$ cat config.mk
export PLATFORM = sky130hd
export DESIGN_NAME = wb_xbar_top
export DESIGN_NICKNAME = d
export VERILOG_FILES = /design/src/wb_map_pkg.sv /design/src/wb_bus_pkg.sv /design/src/wb_mst_if.sv /design/src/wb_xbar_top.sv /design/src/wb_target_port.sv /design/src/wb_master_route.sv
export SDC_FILE = /design/constraint.sdc
export NUM_CORES = 1
export LEC_CHECK = 0
export BUFFER_PORTS_ARGS = -buffer_cell sky130_fd_sc_hd__buf_2
export CAP_MARGIN = 20
export CORE_AREA = 2 2 196 198
export CTS_BUF_LIST = sky130_fd_sc_hd__clkbuf_4 sky130_fd_sc_hd__clkbuf_8 sky130_fd_sc_hd__clkbuf_16
export CTS_CLUSTER_SIZE = 24
export DETAILED_ROUTE_END_ITERATION = 8
export DIE_AREA = 0 0 198 200
export PLACE_DENSITY = 0.54
export SYNTH_ARGS = -nofsm -noshare
export SYNTH_HDL_FRONTEND = slang
export SYNTH_SLANG_ARGS = --single-unit
$ cat constraint.sdc
create_clock -name clk_i -period 6.05 [get_ports clk_i]
set_input_delay 1.21 -clock clk_i [delete_from_list [all_inputs] [get_ports clk_i]]
set_output_delay 1.21 -clock clk_i [all_outputs]
set_load 0.02 [all_outputs]
$ cat src/wb_map_pkg.sv
package wb_map_pkg;

  // ----------------------------------------------------------------------
  // Target identifiers
  // ----------------------------------------------------------------------

  // Memory target s0, peripheral target s1
  typedef enum logic [0:0] {
    TGT_MEM  = 1'b0,
    TGT_PERI = 1'b1
  } tgt_id_t;

  // ----------------------------------------------------------------------
  // Address map
  // ----------------------------------------------------------------------

  // Flash memory window 0x0000_0000 to 0x0FFF_FFFF
  localparam logic [3:0] REGION_MEM = 4'h0;

  // Flash controller register page
  localparam logic [15:0] PAGE_MEM_REG = 16'h1000;

  // UART block page and pin-mux page, both on the peripheral target
  localparam logic [15:0] PAGE_UART   = 16'h1001;
  localparam logic [15:0] PAGE_PINMUX = 16'h1002;

  // Region view: top nibble selects the large flash window
  typedef struct packed {
    logic [3:0]  region;
    logic [27:0] offset;
  } adr_region_t;

  // Page view: upper half word selects a 64 KB page
  typedef struct packed {
    logic [15:0] page;
    logic [15:0] offset;
  } adr_page_t;

  // Same 32-bit address seen either way
  typedef union packed {
    adr_region_t rgn;
    adr_page_t   pg;
  } wb_adr_view_u;

endpackage

$ cat src/wb_bus_pkg.sv
package wb_bus_pkg;

  // ----------------------------------------------------------------------
  // Bus widths
  // ----------------------------------------------------------------------

  // Data path of every master and slave
  localparam int DATA_W = 32;

  // Full byte address as issued by the masters
  localparam int ADR_W = 32;

  // One select bit per data byte
  localparam int SEL_W = DATA_W / 8;

  // ----------------------------------------------------------------------
  // Word types
  // ----------------------------------------------------------------------

  // Read or write data word
  typedef logic [DATA_W-1:0] wb_data_t;

  // Master address before any target truncation
  typedef logic [ADR_W-1:0] wb_adr_t;

  // Byte lane enables
  typedef logic [SEL_W-1:0] wb_sel_t;

endpackage
$ cat src/wb_mst_if.sv
`timescale 1ns/1ps

// Request side of all masters, one slot per master
interface wb_mst_if #(
  parameter int N_MST = 3
);

  // ----------------------------------------------------------------------
  // Per-master request fields
  // ----------------------------------------------------------------------

  wb_bus_pkg::wb_adr_t  [N_MST-1:0] adr;
  wb_bus_pkg::wb_data_t [N_MST-1:0] wdat;
  wb_bus_pkg::wb_sel_t  [N_MST-1:0] sel;

  // Write enable, cycle and strobe, bit i belongs to master i
  logic [N_MST-1:0] we;
  logic [N_MST-1:0] cyc;
  logic [N_MST-1:0] stb;

  // Driven from the top-level master ports
  modport src (
    output adr, wdat, sel, we, cyc, stb
  );

  // Read by the router and the target ports
  modport snk (
    input adr, wdat, sel, we, cyc, stb
  );

endinterface

$ cat src/wb_xbar_top.sv
`timescale 1ns/1ps

module wb_xbar_top (
  input  logic                  clk_i,
  input  logic                  arst_n_i,

  // Master 0, external host
  input  wb_bus_pkg::wb_adr_t   m0_wbd_adr_i,
  input  wb_bus_pkg::wb_data_t  m0_wbd_dat_i,
  input  wb_bus_pkg::wb_sel_t   m0_wbd_sel_i,
  input  logic                  m0_wbd_we_i,
  input  logic                  m0_wbd_cyc_i,
  input  logic                  m0_wbd_stb_i,
  output wb_bus_pkg::wb_data_t  m0_wbd_dat_o,
  output logic                  m0_wbd_ack_o,

  // Master 1, instruction fetch
  input  wb_bus_pkg::wb_adr_t   m1_wbd_adr_i,
  input  wb_bus_pkg::wb_data_t  m1_wbd_dat_i,
  input  wb_bus_pkg::wb_sel_t   m1_wbd_sel_i,
  input  logic                  m1_wbd_we_i,
  input  logic                  m1_wbd_cyc_i,
  input  logic                  m1_wbd_stb_i,
  output wb_bus_pkg::wb_data_t  m1_wbd_dat_o,
  output logic                  m1_wbd_ack_o,

  // Master 2, data
  input  wb_bus_pkg::wb_adr_t   m2_wbd_adr_i,
  input  wb_bus_pkg::wb_data_t  m2_wbd_dat_i,
  input  wb_bus_pkg::wb_sel_t   m2_wbd_sel_i,
  input  logic                  m2_wbd_we_i,
  input  logic                  m2_wbd_cyc_i,
  input  logic                  m2_wbd_stb_i,
  output wb_bus_pkg::wb_data_t  m2_wbd_dat_o,
  output logic                  m2_wbd_ack_o,

  // Slave 0, flash memory and its registers
  output wb_bus_pkg::wb_adr_t   s0_wbd_adr_o,
  output wb_bus_pkg::wb_data_t  s0_wbd_dat_o,
  output wb_bus_pkg::wb_sel_t   s0_wbd_sel_o,
  output logic                  s0_wbd_we_o,
  output logic                  s0_wbd_cyc_o,
  output logic                  s0_wbd_stb_o,
  input  wb_bus_pkg::wb_data_t  s0_wbd_dat_i,
  input  logic                  s0_wbd_ack_i,

  // Slave 1, UART and pin-mux, low address byte only
  output logic [7:0]            s1_wbd_adr_o,
  output wb_bus_pkg::wb_data_t  s1_wbd_dat_o,
  output wb_bus_pkg::wb_sel_t   s1_wbd_sel_o,
  output logic                  s1_wbd_we_o,
  output logic                  s1_wbd_cyc_o,
  output logic                  s1_wbd_stb_o,
  input  wb_bus_pkg::wb_data_t  s1_wbd_dat_i,
  input  logic                  s1_wbd_ack_i
);

  localparam int N_MST      = 3;
  localparam int PERI_ADR_W = 8;

  // Router to port requests and port to router responses
  logic [N_MST-1:0]                 req_mem;
  logic [N_MST-1:0]                 req_peri;
  logic [N_MST-1:0]                 ack_mem;
  logic [N_MST-1:0]                 ack_peri;
  wb_bus_pkg::wb_data_t             rdat_mem;
  wb_bus_pkg::wb_data_t             rdat_peri;
  logic [N_MST-1:0]                 mst_ack;
  wb_bus_pkg::wb_data_t [N_MST-1:0] mst_dat;

  // ----------------------------------------------------------------------
  // Master request bundle
  // ----------------------------------------------------------------------

  wb_mst_if #(.N_MST(N_MST)) u_mst_if ();

  // Highest master in the top slot
  assign u_mst_if.adr  = {m2_wbd_adr_i, m1_wbd_adr_i, m0_wbd_adr_i};
  assign u_mst_if.wdat = {m2_wbd_dat_i, m1_wbd_dat_i, m0_wbd_dat_i};
  assign u_mst_if.sel  = {m2_wbd_sel_i, m1_wbd_sel_i, m0_wbd_sel_i};
  assign u_mst_if.we   = {m2_wbd_we_i,  m1_wbd_we_i,  m0_wbd_we_i};
  assign u_mst_if.cyc  = {m2_wbd_cyc_i, m1_wbd_cyc_i, m0_wbd_cyc_i};
  assign u_mst_if.stb  = {m2_wbd_stb_i, m1_wbd_stb_i, m0_wbd_stb_i};

  // ----------------------------------------------------------------------
  // Decode and response routing
  // ----------------------------------------------------------------------

  wb_master_route #(.N_MST(N_MST)) u_route (
    .mst         (u_mst_if.snk),
    .req_mem_o   (req_mem),
    .req_peri_o  (req_peri),
    .ack_mem_i   (ack_mem),
    .ack_peri_i  (ack_peri),
    .rdat_mem_i  (rdat_mem),
    .rdat_peri_i (rdat_peri),
    .mst_ack_o   (mst_ack),
    .mst_dat_o   (mst_dat)
  );

  assign m0_wbd_ack_o = mst_ack[0];
  assign m1_wbd_ack_o = mst_ack[1];
  assign m2_wbd_ack_o = mst_ack[2];
  assign m0_wbd_dat_o = mst_dat[0];
  assign m1_wbd_dat_o = mst_dat[1];
  assign m2_wbd_dat_o = mst_dat[2];

  // ----------------------------------------------------------------------
  // Target ports, running side by side
  // ----------------------------------------------------------------------

  wb_target_port #(.N_MST(N_MST), .TGT_ADR_W(wb_bus_pkg::ADR_W)) u_port_mem (
    .clk_i    (clk_i),
    .arst_n_i (arst_n_i),
    .mst      (u_mst_if.snk),
    .req_i    (req_mem),
    .ack_o    (ack_mem),
    .rdat_o   (rdat_mem),
    .s_adr_o  (s0_wbd_adr_o),
    .s_dat_o  (s0_wbd_dat_o),
    .s_sel_o  (s0_wbd_sel_o),
    .s_we_o   (s0_wbd_we_o),
    .s_cyc_o  (s0_wbd_cyc_o),
    .s_stb_o  (s0_wbd_stb_o),
    .s_dat_i  (s0_wbd_dat_i),
    .s_ack_i  (s0_wbd_ack_i)
  );

  // Peripheral registers alias on the low address byte
  wb_target_port #(.N_MST(N_MST), .TGT_ADR_W(PERI_ADR_W)) u_port_peri (
    .clk_i    (clk_i),
    .arst_n_i (arst_n_i),
    .mst      (u_mst_if.snk),
    .req_i    (req_peri),
    .ack_o    (ack_peri),
    .rdat_o   (rdat_peri),
    .s_adr_o  (s1_wbd_adr_o),
    .s_dat_o  (s1_wbd_dat_o),
    .s_sel_o  (s1_wbd_sel_o),
    .s_we_o   (s1_wbd_we_o),
    .s_cyc_o  (s1_wbd_cyc_o),
    .s_stb_o  (s1_wbd_stb_o),
    .s_dat_i  (s1_wbd_dat_i),
    .s_ack_i  (s1_wbd_ack_i)
  );

endmodule

$ cat src/wb_target_port.sv
`timescale 1ns/1ps

module wb_target_port #(
  parameter int N_MST     = 3,
  parameter int TGT_ADR_W = 32
) (
  input  logic                  clk_i,
  input  logic                  arst_n_i,

  // Request fields of all masters
  wb_mst_if.snk                 mst,

  // Decoded requests aimed at this target
  input  logic [N_MST-1:0]      req_i,

  // One-cycle ack to the granted master and captured read data
  output logic [N_MST-1:0]      ack_o,
  output wb_bus_pkg::wb_data_t  rdat_o,

  // Slave side, all from registers
  output logic [TGT_ADR_W-1:0]  s_adr_o,
  output wb_bus_pkg::wb_data_t  s_dat_o,
  output wb_bus_pkg::wb_sel_t   s_sel_o,
  output logic                  s_we_o,
  output logic                  s_cyc_o,
  output logic                  s_stb_o,
  input  wb_bus_pkg::wb_data_t  s_dat_i,
  input  logic                  s_ack_i
);

  // Width of a master index
  localparam int IDX_W = (N_MST > 1) ? $clog2(N_MST) : 1;

  typedef enum logic [1:0] {
    ST_IDLE = 2'd0,
    ST_BUSY = 2'd1,
    ST_ACK  = 2'd2
  } port_state_t;

  port_state_t      state_q;

  // Granted master, also the round-robin pointer
  logic [IDX_W-1:0] gnt_q;

  // Next winner as seen from the current pointer
  logic [IDX_W-1:0] nxt_idx;
  logic             nxt_found;

  // Grant and completion strobes
  logic             grant_go;
  logic             done_go;

  // ----------------------------------------------------------------------
  // Round-robin pick
  // ----------------------------------------------------------------------

  // Scan starts one past the last granted master and wraps
  always_comb begin
    int unsigned cand;
    nxt_found = 1'b0;
    nxt_idx   = gnt_q;
    for (int k = 1; k <= N_MST; k++) begin
      cand = (int'(gnt_q) + k) % N_MST;
      if (!nxt_found && req_i[cand]) begin
        nxt_found = 1'b1;
        nxt_idx   = IDX_W'(cand);
      end
    end
  end

  // Only IDLE arbitrates, ACK waits for the master to drop stb
  assign grant_go = (state_q == ST_IDLE) && nxt_found;

  // First slave ack ends the access
  assign done_go  = (state_q == ST_BUSY) && s_ack_i;

  // ----------------------------------------------------------------------
  // Control FSM
  // ----------------------------------------------------------------------

  always_ff @(posedge clk_i or negedge arst_n_i) begin
    if (!arst_n_i) begin
      state_q <= ST_IDLE;
      // Pointer on the last master so m0 wins first
      gnt_q   <= IDX_W'(N_MST - 1);
      s_cyc_o <= 1'b0;
      s_stb_o <= 1'b0;
      ack_o   <= '0;
    end else begin
      // Ack is a single-cycle pulse
      ack_o <= '0;
      case (state_q)
        ST_IDLE: begin
          if (grant_go) begin
            state_q <= ST_BUSY;
            gnt_q   <= nxt_idx;
            s_cyc_o <= 1'b1;
            s_stb_o <= 1'b1;
          end
        end
        ST_BUSY: begin
          if (done_go) begin
            state_q      <= ST_ACK;
            s_cyc_o      <= 1'b0;
            s_stb_o      <= 1'b0;
            ack_o[gnt_q] <= 1'b1;
          end
        end
        ST_ACK: begin
          state_q <= ST_IDLE;
        end
        default: begin
          state_q <= ST_IDLE;
        end
      endcase
    end
  end

  // ----------------------------------------------------------------------
  // Staging registers
  // ----------------------------------------------------------------------

  // Winner's fields held toward the slave for the whole access
  always_ff @(posedge clk_i) begin
    if (grant_go) begin
      s_adr_o <= mst.adr[nxt_idx][TGT_ADR_W-1:0];
      s_dat_o <= mst.wdat[nxt_idx];
      s_sel_o <= mst.sel[nxt_idx];
      s_we_o  <= mst.we[nxt_idx];
    end
    // Read data captured on the same edge as the slave ack
    if (done_go) begin
      rdat_o <= s_dat_i;
    end
  end

endmodule

$ cat src/wb_master_route.sv
`timescale 1ns/1ps

module wb_master_route #(
  parameter int N_MST = 3
) (
  // Master request fields
  wb_mst_if.snk                     mst,

  // Requests toward each target
  output logic [N_MST-1:0]          req_mem_o,
  output logic [N_MST-1:0]          req_peri_o,

  // Responses from each target
  input  logic [N_MST-1:0]          ack_mem_i,
  input  logic [N_MST-1:0]          ack_peri_i,
  input  wb_bus_pkg::wb_data_t      rdat_mem_i,
  input  wb_bus_pkg::wb_data_t      rdat_peri_i,

  // Responses back to the masters
  output logic [N_MST-1:0]          mst_ack_o,
  output wb_bus_pkg::wb_data_t [N_MST-1:0] mst_dat_o
);

  // ----------------------------------------------------------------------
  // Address decode
  // ----------------------------------------------------------------------

  // Decoded target of each master
  wb_map_pkg::tgt_id_t [N_MST-1:0] tgt;

  // Active request from each master, before steering
  logic [N_MST-1:0] mst_req;

  // Map one master address onto a target
  function automatic wb_map_pkg::tgt_id_t decode_tgt(input wb_bus_pkg::wb_adr_t adr);
    wb_map_pkg::wb_adr_view_u view;
    wb_map_pkg::tgt_id_t      id;
    view = adr;
    if (view.rgn.region == wb_map_pkg::REGION_MEM) begin
      // Flash memory window
      id = wb_map_pkg::TGT_MEM;
    end else if (view.pg.page == wb_map_pkg::PAGE_MEM_REG) begin
      // Flash register page lives on the memory target too
      id = wb_map_pkg::TGT_MEM;
    end else if ((view.pg.page == wb_map_pkg::PAGE_UART) ||
                 (view.pg.page == wb_map_pkg::PAGE_PINMUX)) begin
      id = wb_map_pkg::TGT_PERI;
    end else begin
      // Unmapped space falls back on s0
      id = wb_map_pkg::TGT_MEM;
    end
    return id;
  endfunction

  always_comb begin
    for (int i = 0; i < N_MST; i++) begin
      tgt[i] = decode_tgt(mst.adr[i]);
    end
  end

  // ----------------------------------------------------------------------
  // Request steering
  // ----------------------------------------------------------------------

  // Master is active while both cyc and stb are high
  assign mst_req = mst.cyc & mst.stb;

  always_comb begin
    for (int i = 0; i < N_MST; i++) begin
      req_mem_o[i]  = mst_req[i] & (tgt[i] == wb_map_pkg::TGT_MEM);
      req_peri_o[i] = mst_req[i] & (tgt[i] == wb_map_pkg::TGT_PERI);
    end
  end

  // ----------------------------------------------------------------------
  // Response select
  // ----------------------------------------------------------------------

  // Same decode picks the returning ack and data
  always_comb begin
    for (int i = 0; i < N_MST; i++) begin
      if (tgt[i] == wb_map_pkg::TGT_PERI) begin
        mst_ack_o[i] = ack_peri_i[i];
        mst_dat_o[i] = rdat_peri_i;
      end else begin
        mst_ack_o[i] = ack_mem_i[i];
        mst_dat_o[i] = rdat_mem_i;
      end
    end
  end

endmodule

== Yosys cells after proc, flatten, opt, wreduce, memory -nomap -nowiden ==
Cells that the tools add are included.

* $add $sub $neg: 6
* Multiply operators: 0
* Divide/modulo/power cells: 6
* $lt $le $gt $ge: 12
* Equality and inequality tests: 15
* Shift operators: 0
* Mux-type cells: 75
* Bitwise logic cells: 10
* Reduce and logical (&&, ||, !) cells: 30

{| class="wikitable"
|+ Operators by type and width
! cell !! count
|-
| $bmux 32 s2 || 4
|-
| $lt 32x3->1 const B || 6
|-
| $mod 32x3->32 const B || 6
|-
| $mux 32 || 6
|-
| $eq 16x13->1 const B || 9
|-
| $mux 1 || 32
|-
| $mux 2 || 10
|-
| $bmux 1 s2 || 8
|-
| $bmux 4 s2 || 2
|-
| $add 2x2->3 const B || 4
|-
| $logic_not 4->1 || 3
|-
| $lt 2x3->1 const B || 4
|-
| $mux 3 || 4
|-
| $logic_and 1x1->1 || 10
|-
| $mux 4 || 2
|-
| $mux 8 || 1
|-
| $ne 2x1->1 const B || 4
|-
| $pmux 2 s2 || 2
|-
| $reduce_and 2->1 || 4
|-
| $add 2x1->3 const B || 2
|-
| $and 1x1->1 || 6
|-
| $reduce_and 3->1 || 2
|-
| $demux 1 s2 || 2
|-
| $eq 2x1->1 const B || 2
|-
| other kinds (8) || 19
|}

* Flip-flop bits (word level): 194
* Bits in latches: 0
* Bits in writable memories: 0
* Memory bits (read-only): 0
* Input bits: 281
* Output and inout bits: 217
* Logic and storage cells: 172
* Memories: 0

== Logic depth before layout (Yosys ltp) ==
* Depth in word-level cells: 19
* Depth in mapped cells: 13
* Gate-level depth less buffers: 9

== Hierarchy ==
A second synthesis with hierarchy kept.

* Cells, all modules: 1,008
* Area total of the unflattened synthesis: 12,161.7 µm²

{| class="wikitable"
|+ Modules (own cells, without submodules)
! module !! times used !! cells an instance !! area an instance (µm²) !! seq. area each (µm²)
|-
| wb_target_port at u_port_mem || 1 || 504 || 5,795.6 || 3,234.4
|-
| wb_target_port at u_port_peri || 1 || 361 || 4,649.5 || 2,513.7
|-
| wb_master_route || 1 || 143 || 1,716.6 || 0.0
|}

== Worst setup path after synthesis ==
No wires, ideal clock.

* Kind: input to register
* Start point: in m0_wbd_adr_i[29]
* End point: reg u_port_peri.gnt_q[0]
* Library setup time: 0.125 ns
* Data arrival time: 5.021 ns
* Data required time: 5.925 ns
* Slack: 0.904 ns
* Stages: 8
* Path buffers: 1
* Path through: or4_1 -> nor3_2 -> and4_1 -> buf_2 -> nand2_1 -> a221o_1 -> nor3_2 -> mux2_2

* Word-level cells in the longest chain between the ends: 17
* Elaborated cells between the ends (all ways): 27
* Classes of those cells: 3 x eq/ne; 15 x mux; 1 x bitwise; 8 x reduce/logical

{| class="wikitable"
|+ Ends and longest elaborated chain
! item !! RTL line !! RTL
|-
| start: declaration || wb_xbar_top.sv:8 || <nowiki>input wb_bus_pkg::wb_adr_t m0_wbd_adr_i,</nowiki>
|-
| $eq 16x13->1, on equally long branches || wb_master_route.sv:45, wb_master_route.sv:46 ||
|-
| $logic_or 1x1->1 || wb_master_route.sv:45 || <nowiki>end else if ((view.pg.page == wb_map_pkg::PAGE_UART) ||</nowiki>
|-
| $mux 1 || wb_master_route.sv:45 ||
|-
| $mux 1 || wb_master_route.sv:42 || <nowiki>end else if (view.pg.page == wb_map_pkg::PAGE_MEM_REG) begin</nowiki>
|-
| $mux 1 * || wb_master_route.sv:39 || <nowiki>if (view.rgn.region == wb_map_pkg::REGION_MEM) begin</nowiki>
|-
| $and 1x1->1 * || wb_master_route.sv:71 || <nowiki>req_peri_o[i] = mst_req[i] & (tgt[i] == wb_map_pkg::TGT_PERI);</nowiki>
|-
| $bmux 1 s2 || wb_target_port.sv:64 || <nowiki>if (!nxt_found && req_i[cand]) begin</nowiki>
|-
| $mux 1 (implied by the code) || wb_target_port.sv:64 ||
|-
| [... 2 more ...] || - ||
|-
| $logic_and 1x1->1 || wb_target_port.sv:64 ||
|-
| $mux 1 || wb_target_port.sv:64 ||
|-
| $logic_not 1->1 || wb_target_port.sv:64 ||
|-
| $logic_and 1x1->1 || wb_target_port.sv:64 ||
|-
| $mux 1 * || wb_target_port.sv:64 ||
|-
| $logic_and 1x1->1 * || wb_target_port.sv:72 || <nowiki>assign grant_go = (state_q == ST_IDLE) && nxt_found;</nowiki>
|-
| net u_port_peri.grant_go || wb_target_port.sv:50 || <nowiki>logic grant_go;</nowiki>
|-
| $reduce_and 2->1 (no line) * || - ||
|-
| end signal: assignment || wb_target_port.sv:85 || <nowiki>gnt_q <= IDX_W'(N_MST - 1);</nowiki>
|-
| end signal: assignment || wb_target_port.sv:96 || <nowiki>gnt_q <= nxt_idx;</nowiki>
|-
| end: declaration || wb_target_port.sv:43 || <nowiki>logic [IDX_W-1:0] gnt_q;</nowiki>
|}

The timed path passes the listed nets; every way through them passes the cells marked *. The select of a mux whose other input is x is not followed.
A chain may end at the register's enable or synchronous reset.

== Final worst setup path ==
* Start point: in m1_wbd_adr_i[19]
* End point: out m1_wbd_dat_o[19]

* Word-level cells in the longest chain between the ends: 6
* Elaborated cells between the ends (all ways): 8
* Classes of those cells: 3 x eq/ne; 4 x mux; 1 x reduce/logical

{| class="wikitable"
|+ Ends and longest elaborated chain
! item !! RTL line !! RTL
|-
| start: declaration || wb_xbar_top.sv:18 || <nowiki>input wb_bus_pkg::wb_adr_t m1_wbd_adr_i,</nowiki>
|-
| $eq 16x13->1, on equally long branches || wb_master_route.sv:45, wb_master_route.sv:46 ||
|-
| $logic_or 1x1->1 || wb_master_route.sv:45 ||
|-
| $mux 1 || wb_master_route.sv:45 ||
|-
| $mux 1 * || wb_master_route.sv:42 ||
|-
| $mux 1 * || wb_master_route.sv:39 ||
|-
| $mux 32 * || wb_master_route.sv:82 || <nowiki>if (tgt[i] == wb_map_pkg::TGT_PERI) begin</nowiki>
|-
| end: declaration || wb_xbar_top.sv:24 || <nowiki>output wb_bus_pkg::wb_data_t m1_wbd_dat_o,</nowiki>
|}

Every way passes the cells marked *; elsewhere a longest branch is shown, timed or not.

==> flow_metrics.tcl <==
set metrics [dict create \
    status "completed" \
    dieArea_um2 39600 \
    synthAdderAreaFrac 0.0129 \
    die_w_um 198 \
    cts-root-buf "clkbuf_16" \
    synth_cell_type_count 58 \
    syn_to_final_growth_pct 35.2 \
    grtUsageTotal 0.190 \
    slew_headroom 0.327 \
    synth_compound_area_frac 0.131 \
    num_rows 71 \
    finalHoldViolations 0 \
    period_share 0.764 \
    clk_pin_slew_ns 0.07 \
    cts_setup_buffers 0 \
    rsz0062_at_grt "false" \
    setup_tns_ns 0 \
    path_buf_inv 3 \
    synthCells 876 \
    yosys_most_used_dff "edfxtp_1" \
    grt_remaining_overflow 0 \
    ys_seq_area_frac 0.549 \
    critPathKind "input port to output port" \
    htreeDepth 4 \
    hold_buffers 0 \
    hold_class "flop to flop" \
    wirelength_mm 38.6 \
    dpl.hpwl_mm 28.2 \
    ctsLongestPathBuffers 2 \
    cp-start-kind "input port" \
    core_area_um2 37400 \
    first_global_vias 9459 \
    wl_per_cell_um 20.6 \
    period_minus_slack_ns 4.62 \
    cp.arrival_ns 3.41 \
    synthMuxAreaShare 0.151 \
    cts_buffers 17 \
    netlist_area_um2 10500 \
    yosysWarnings 0 \
    dp_cells 1837 \
    drc 0 \
    synth_seq_cells 194 \
    crit_fanout 27 \
    max_cap_viol_count 0 \
    initial_core_util 0.280 \
    fmax_mhz 216 \
    fin_cells 1874 \
    synth_edf_count 178 \
    cpPeakStageDelay_ns 0.49 \
    num-nets-final 1636 \
    cts.sinks 194 \
    crit_path_cell_trace "buf_2 -> nor4_1 -> nand2_1 -> nor2_2 -> buf_4 -> nand2_1 -> nand2_1 -> buf_2" \
    cp_common_cell "nand2_1" \
    cp.required_ns 4.84 \
    powerDensity_nw_per_um2 455 \
    via_per_inst 4.90 \
    grt_max_degree 71 \
    skew_ns 0.0108 \
    path_delay_family "simple AND/OR/NAND/NOR gates" \
    portBuffers 497 \
    drt_first_pass_iters 5 \
    drt-initial-drc-count 351 \
    synth_area_per_cell_um2 12.0 \
    async_flop_share 0.0825 \
    antenna_found_initial 6 \
    cts_resized 0 \
    cts_tree "built" \
    drv_slew 0 \
    route.vias.total 9177 \
    drive_above_1_share 0.450 \
    clk_latency_ns 0.45 \
    synth_top_family_by_area "multiplexers" \
    final_common_cell "buf_2" \
    grt_pass1_wl_mm 55.9 \
    final_antenna_net_count 0 \
    io_pins 498 \
    syn_nets 1167 \
    p_leak_nw 6.03 \
    worst_path_max_delay_cell "nor2_2" \
    synth-simple-area-share 0.119 \
    place_congestion 0.858 \
    final_cell_mix "buf_2 (497), nand2_1 (214), edfxtp_1 (178)" \
    synth-xor-area-share 0.00251 \
    worst_slew_pin_slew_ns 1.01 \
    setup_viol 0 \
    die_h_um 200 \
    ir_drop_mv 0.305 \
    crit_path_end_kind "output port" \
]
[sequential cells by signal (all words and copies together), names as in the netlist]
| name | count |
|---|---|
| u_port_mem.ack_o | 3 |
| u_port_peri.s_adr_o | 8 |
| u_port_mem.s_cyc_o | 1 |
| u_port_peri.rdat_o | 32 |
| u_port_peri.s_sel_o | 4 |
| u_port_mem.rdat_o | 32 |
| u_port_mem.s_adr_o | 32 |
| u_port_peri.state_q | 2 |
| u_port_peri.gnt_q | 2 |
| u_port_mem.s_sel_o | 4 |
| u_port_mem.s_we_o | 1 |
| u_port_mem.s_dat_o | 32 |
| u_port_mem.state_q | 2 |
| u_port_peri.ack_o | 3 |
| u_port_peri.s_dat_o | 32 |
| u_port_peri.s_we_o | 1 |
| u_port_mem.gnt_q | 2 |
| u_port_peri.s_cyc_o | 1 |
[metrics by stage]
step | utilization | hold WS, ns | area [um^2] | worst slack [ns] | total power, mW
4_1_cts | 0.378 | 0.461 | 14100 | 1.39 | 6.55
3_5_place_dp | 0.362 | 0.443 | 13500 | 1.23 | 5.30
3_3_place_gp | 0.362 | 0.447 | 13500 | 1.29 | 5.24
2_1_floorplan | - | 0.420 | 10500 | 0.904 | 4.31
5_1_grt | 0.378 | 0.496 | 14100 | 1.25 | 6.81
6_report | 0.379 | 0.468 | 14200 | 1.43 | 6.44
[final timing paths]
kind	startpoint	to	slack (ns)	cells after the start
min in group asynchronous	arst_n_i	u_port_mem.ack_o[1]	0.69	1
setup / recovery	m1_wbd_adr_i[19]	m1_wbd_dat_o[19]	1.43	8
max in group asynchronous	arst_n_i	u_port_mem.gnt_q[1]	5.04	1
hold reg to reg	u_port_mem.state_q[1]	u_port_mem.state_q[0]	0.47	1
setup reg to reg	u_port_mem.gnt_q[0]	u_port_mem.s_adr_o[27]	2.52	9
hold / removal	u_port_mem.state_q[1]	u_port_mem.state_q[0]	0.47	1
[cell families (layout without fill, tap and decap cells)]
family	Yosys count	in the layout
other	0	5
DFF	194	194
xor gates and xnor gates	3	3
buffers and inverters	75	557
adders and majority gates	11	11
and+or+nand+nor	283	283
muxes	153	153
AOI/OAI and AO/OA	157	157
[per-layer routing]
| layer | GRT usage | vias to the layer above | part of all wire |
|---|---|---|---|
| li1 | - | 4248 | - |
| met4 | 0.0638 | 6 | 0.019 |
| met1 | 0.208 | 4440 | 0.38 |
| met2 | 0.340 | 435 | 0.50 |
| met5 | 0 | - | 0.0011 |
| met3 | 0.0702 | 48 | 0.099 |
[worst register-to-register path: cells and delay by family (launching register included)]
family | cells | cell delay, ns
compound gates | 4 | 1.15
buf+inv | 2 | 0.56
fa+ha+maj | 1 | 0.48
mux | 1 | 0.46
flops | 1 | 0.45
simple gates | 1 | 0.15
[area by class of cell]
type	instances	area [um^2]
Tap cell	511	639
Antenna cell	5	12.5
Timing Repair Buffer	513	2660
Clock inverter	15	196
Fill cell	3789	23200
Sequential cell	194	5750
Multi-Input combinational cell	607	4430
Clock buffer	17	425
Inverter	12	45.0
[power breakdown]
part	switching, mW	total [mW]	leakage (nW)	internal [mW]
clock network	0.572	1.24	0.294	0.665
logic	1.96	3.07	3.88	1.10
registers	0.116	2.14	1.85	2.02
total	2.65	6.44	6.03	3.79
[cell usage after synthesis (3+ instances only)]
library cell | instances | area share
and3b_1 | 4 | 0.0033
ha_1 | 10 | 0.012
edfxtp_1 | 178 | 0.51
nor2_1 | 11 | 0.0039
clkbuf_1 | 30 | 0.011
nand2_1 | 214 | 0.077
buf_2 | 21 | 0.010
a21oi_1 | 6 | 0.0029
o2bb2ai_1 | 105 | 0.088
mux2_2 | 37 | 0.040
nor3_1 | 7 | 0.0033
o2bb2ai_2 | 10 | 0.014
nor4b_1 | 5 | 0.0042
buf_4 | 10 | 0.0072
nand2b_1 | 3 | 0.0018
nor4_1 | 8 | 0.0048
dfrtp_1 | 14 | 0.033
nand3_1 | 6 | 0.0029
o21ai_0 | 9 | 0.0043
a21o_1 | 3 | 0.0022
inv_1 | 12 | 0.0043
a211oi_1 | 3 | 0.0022
mux2i_1 | 116 | 0.11
and2_1 | 9 | 0.0054
Power figures use the tool's default switching activity.
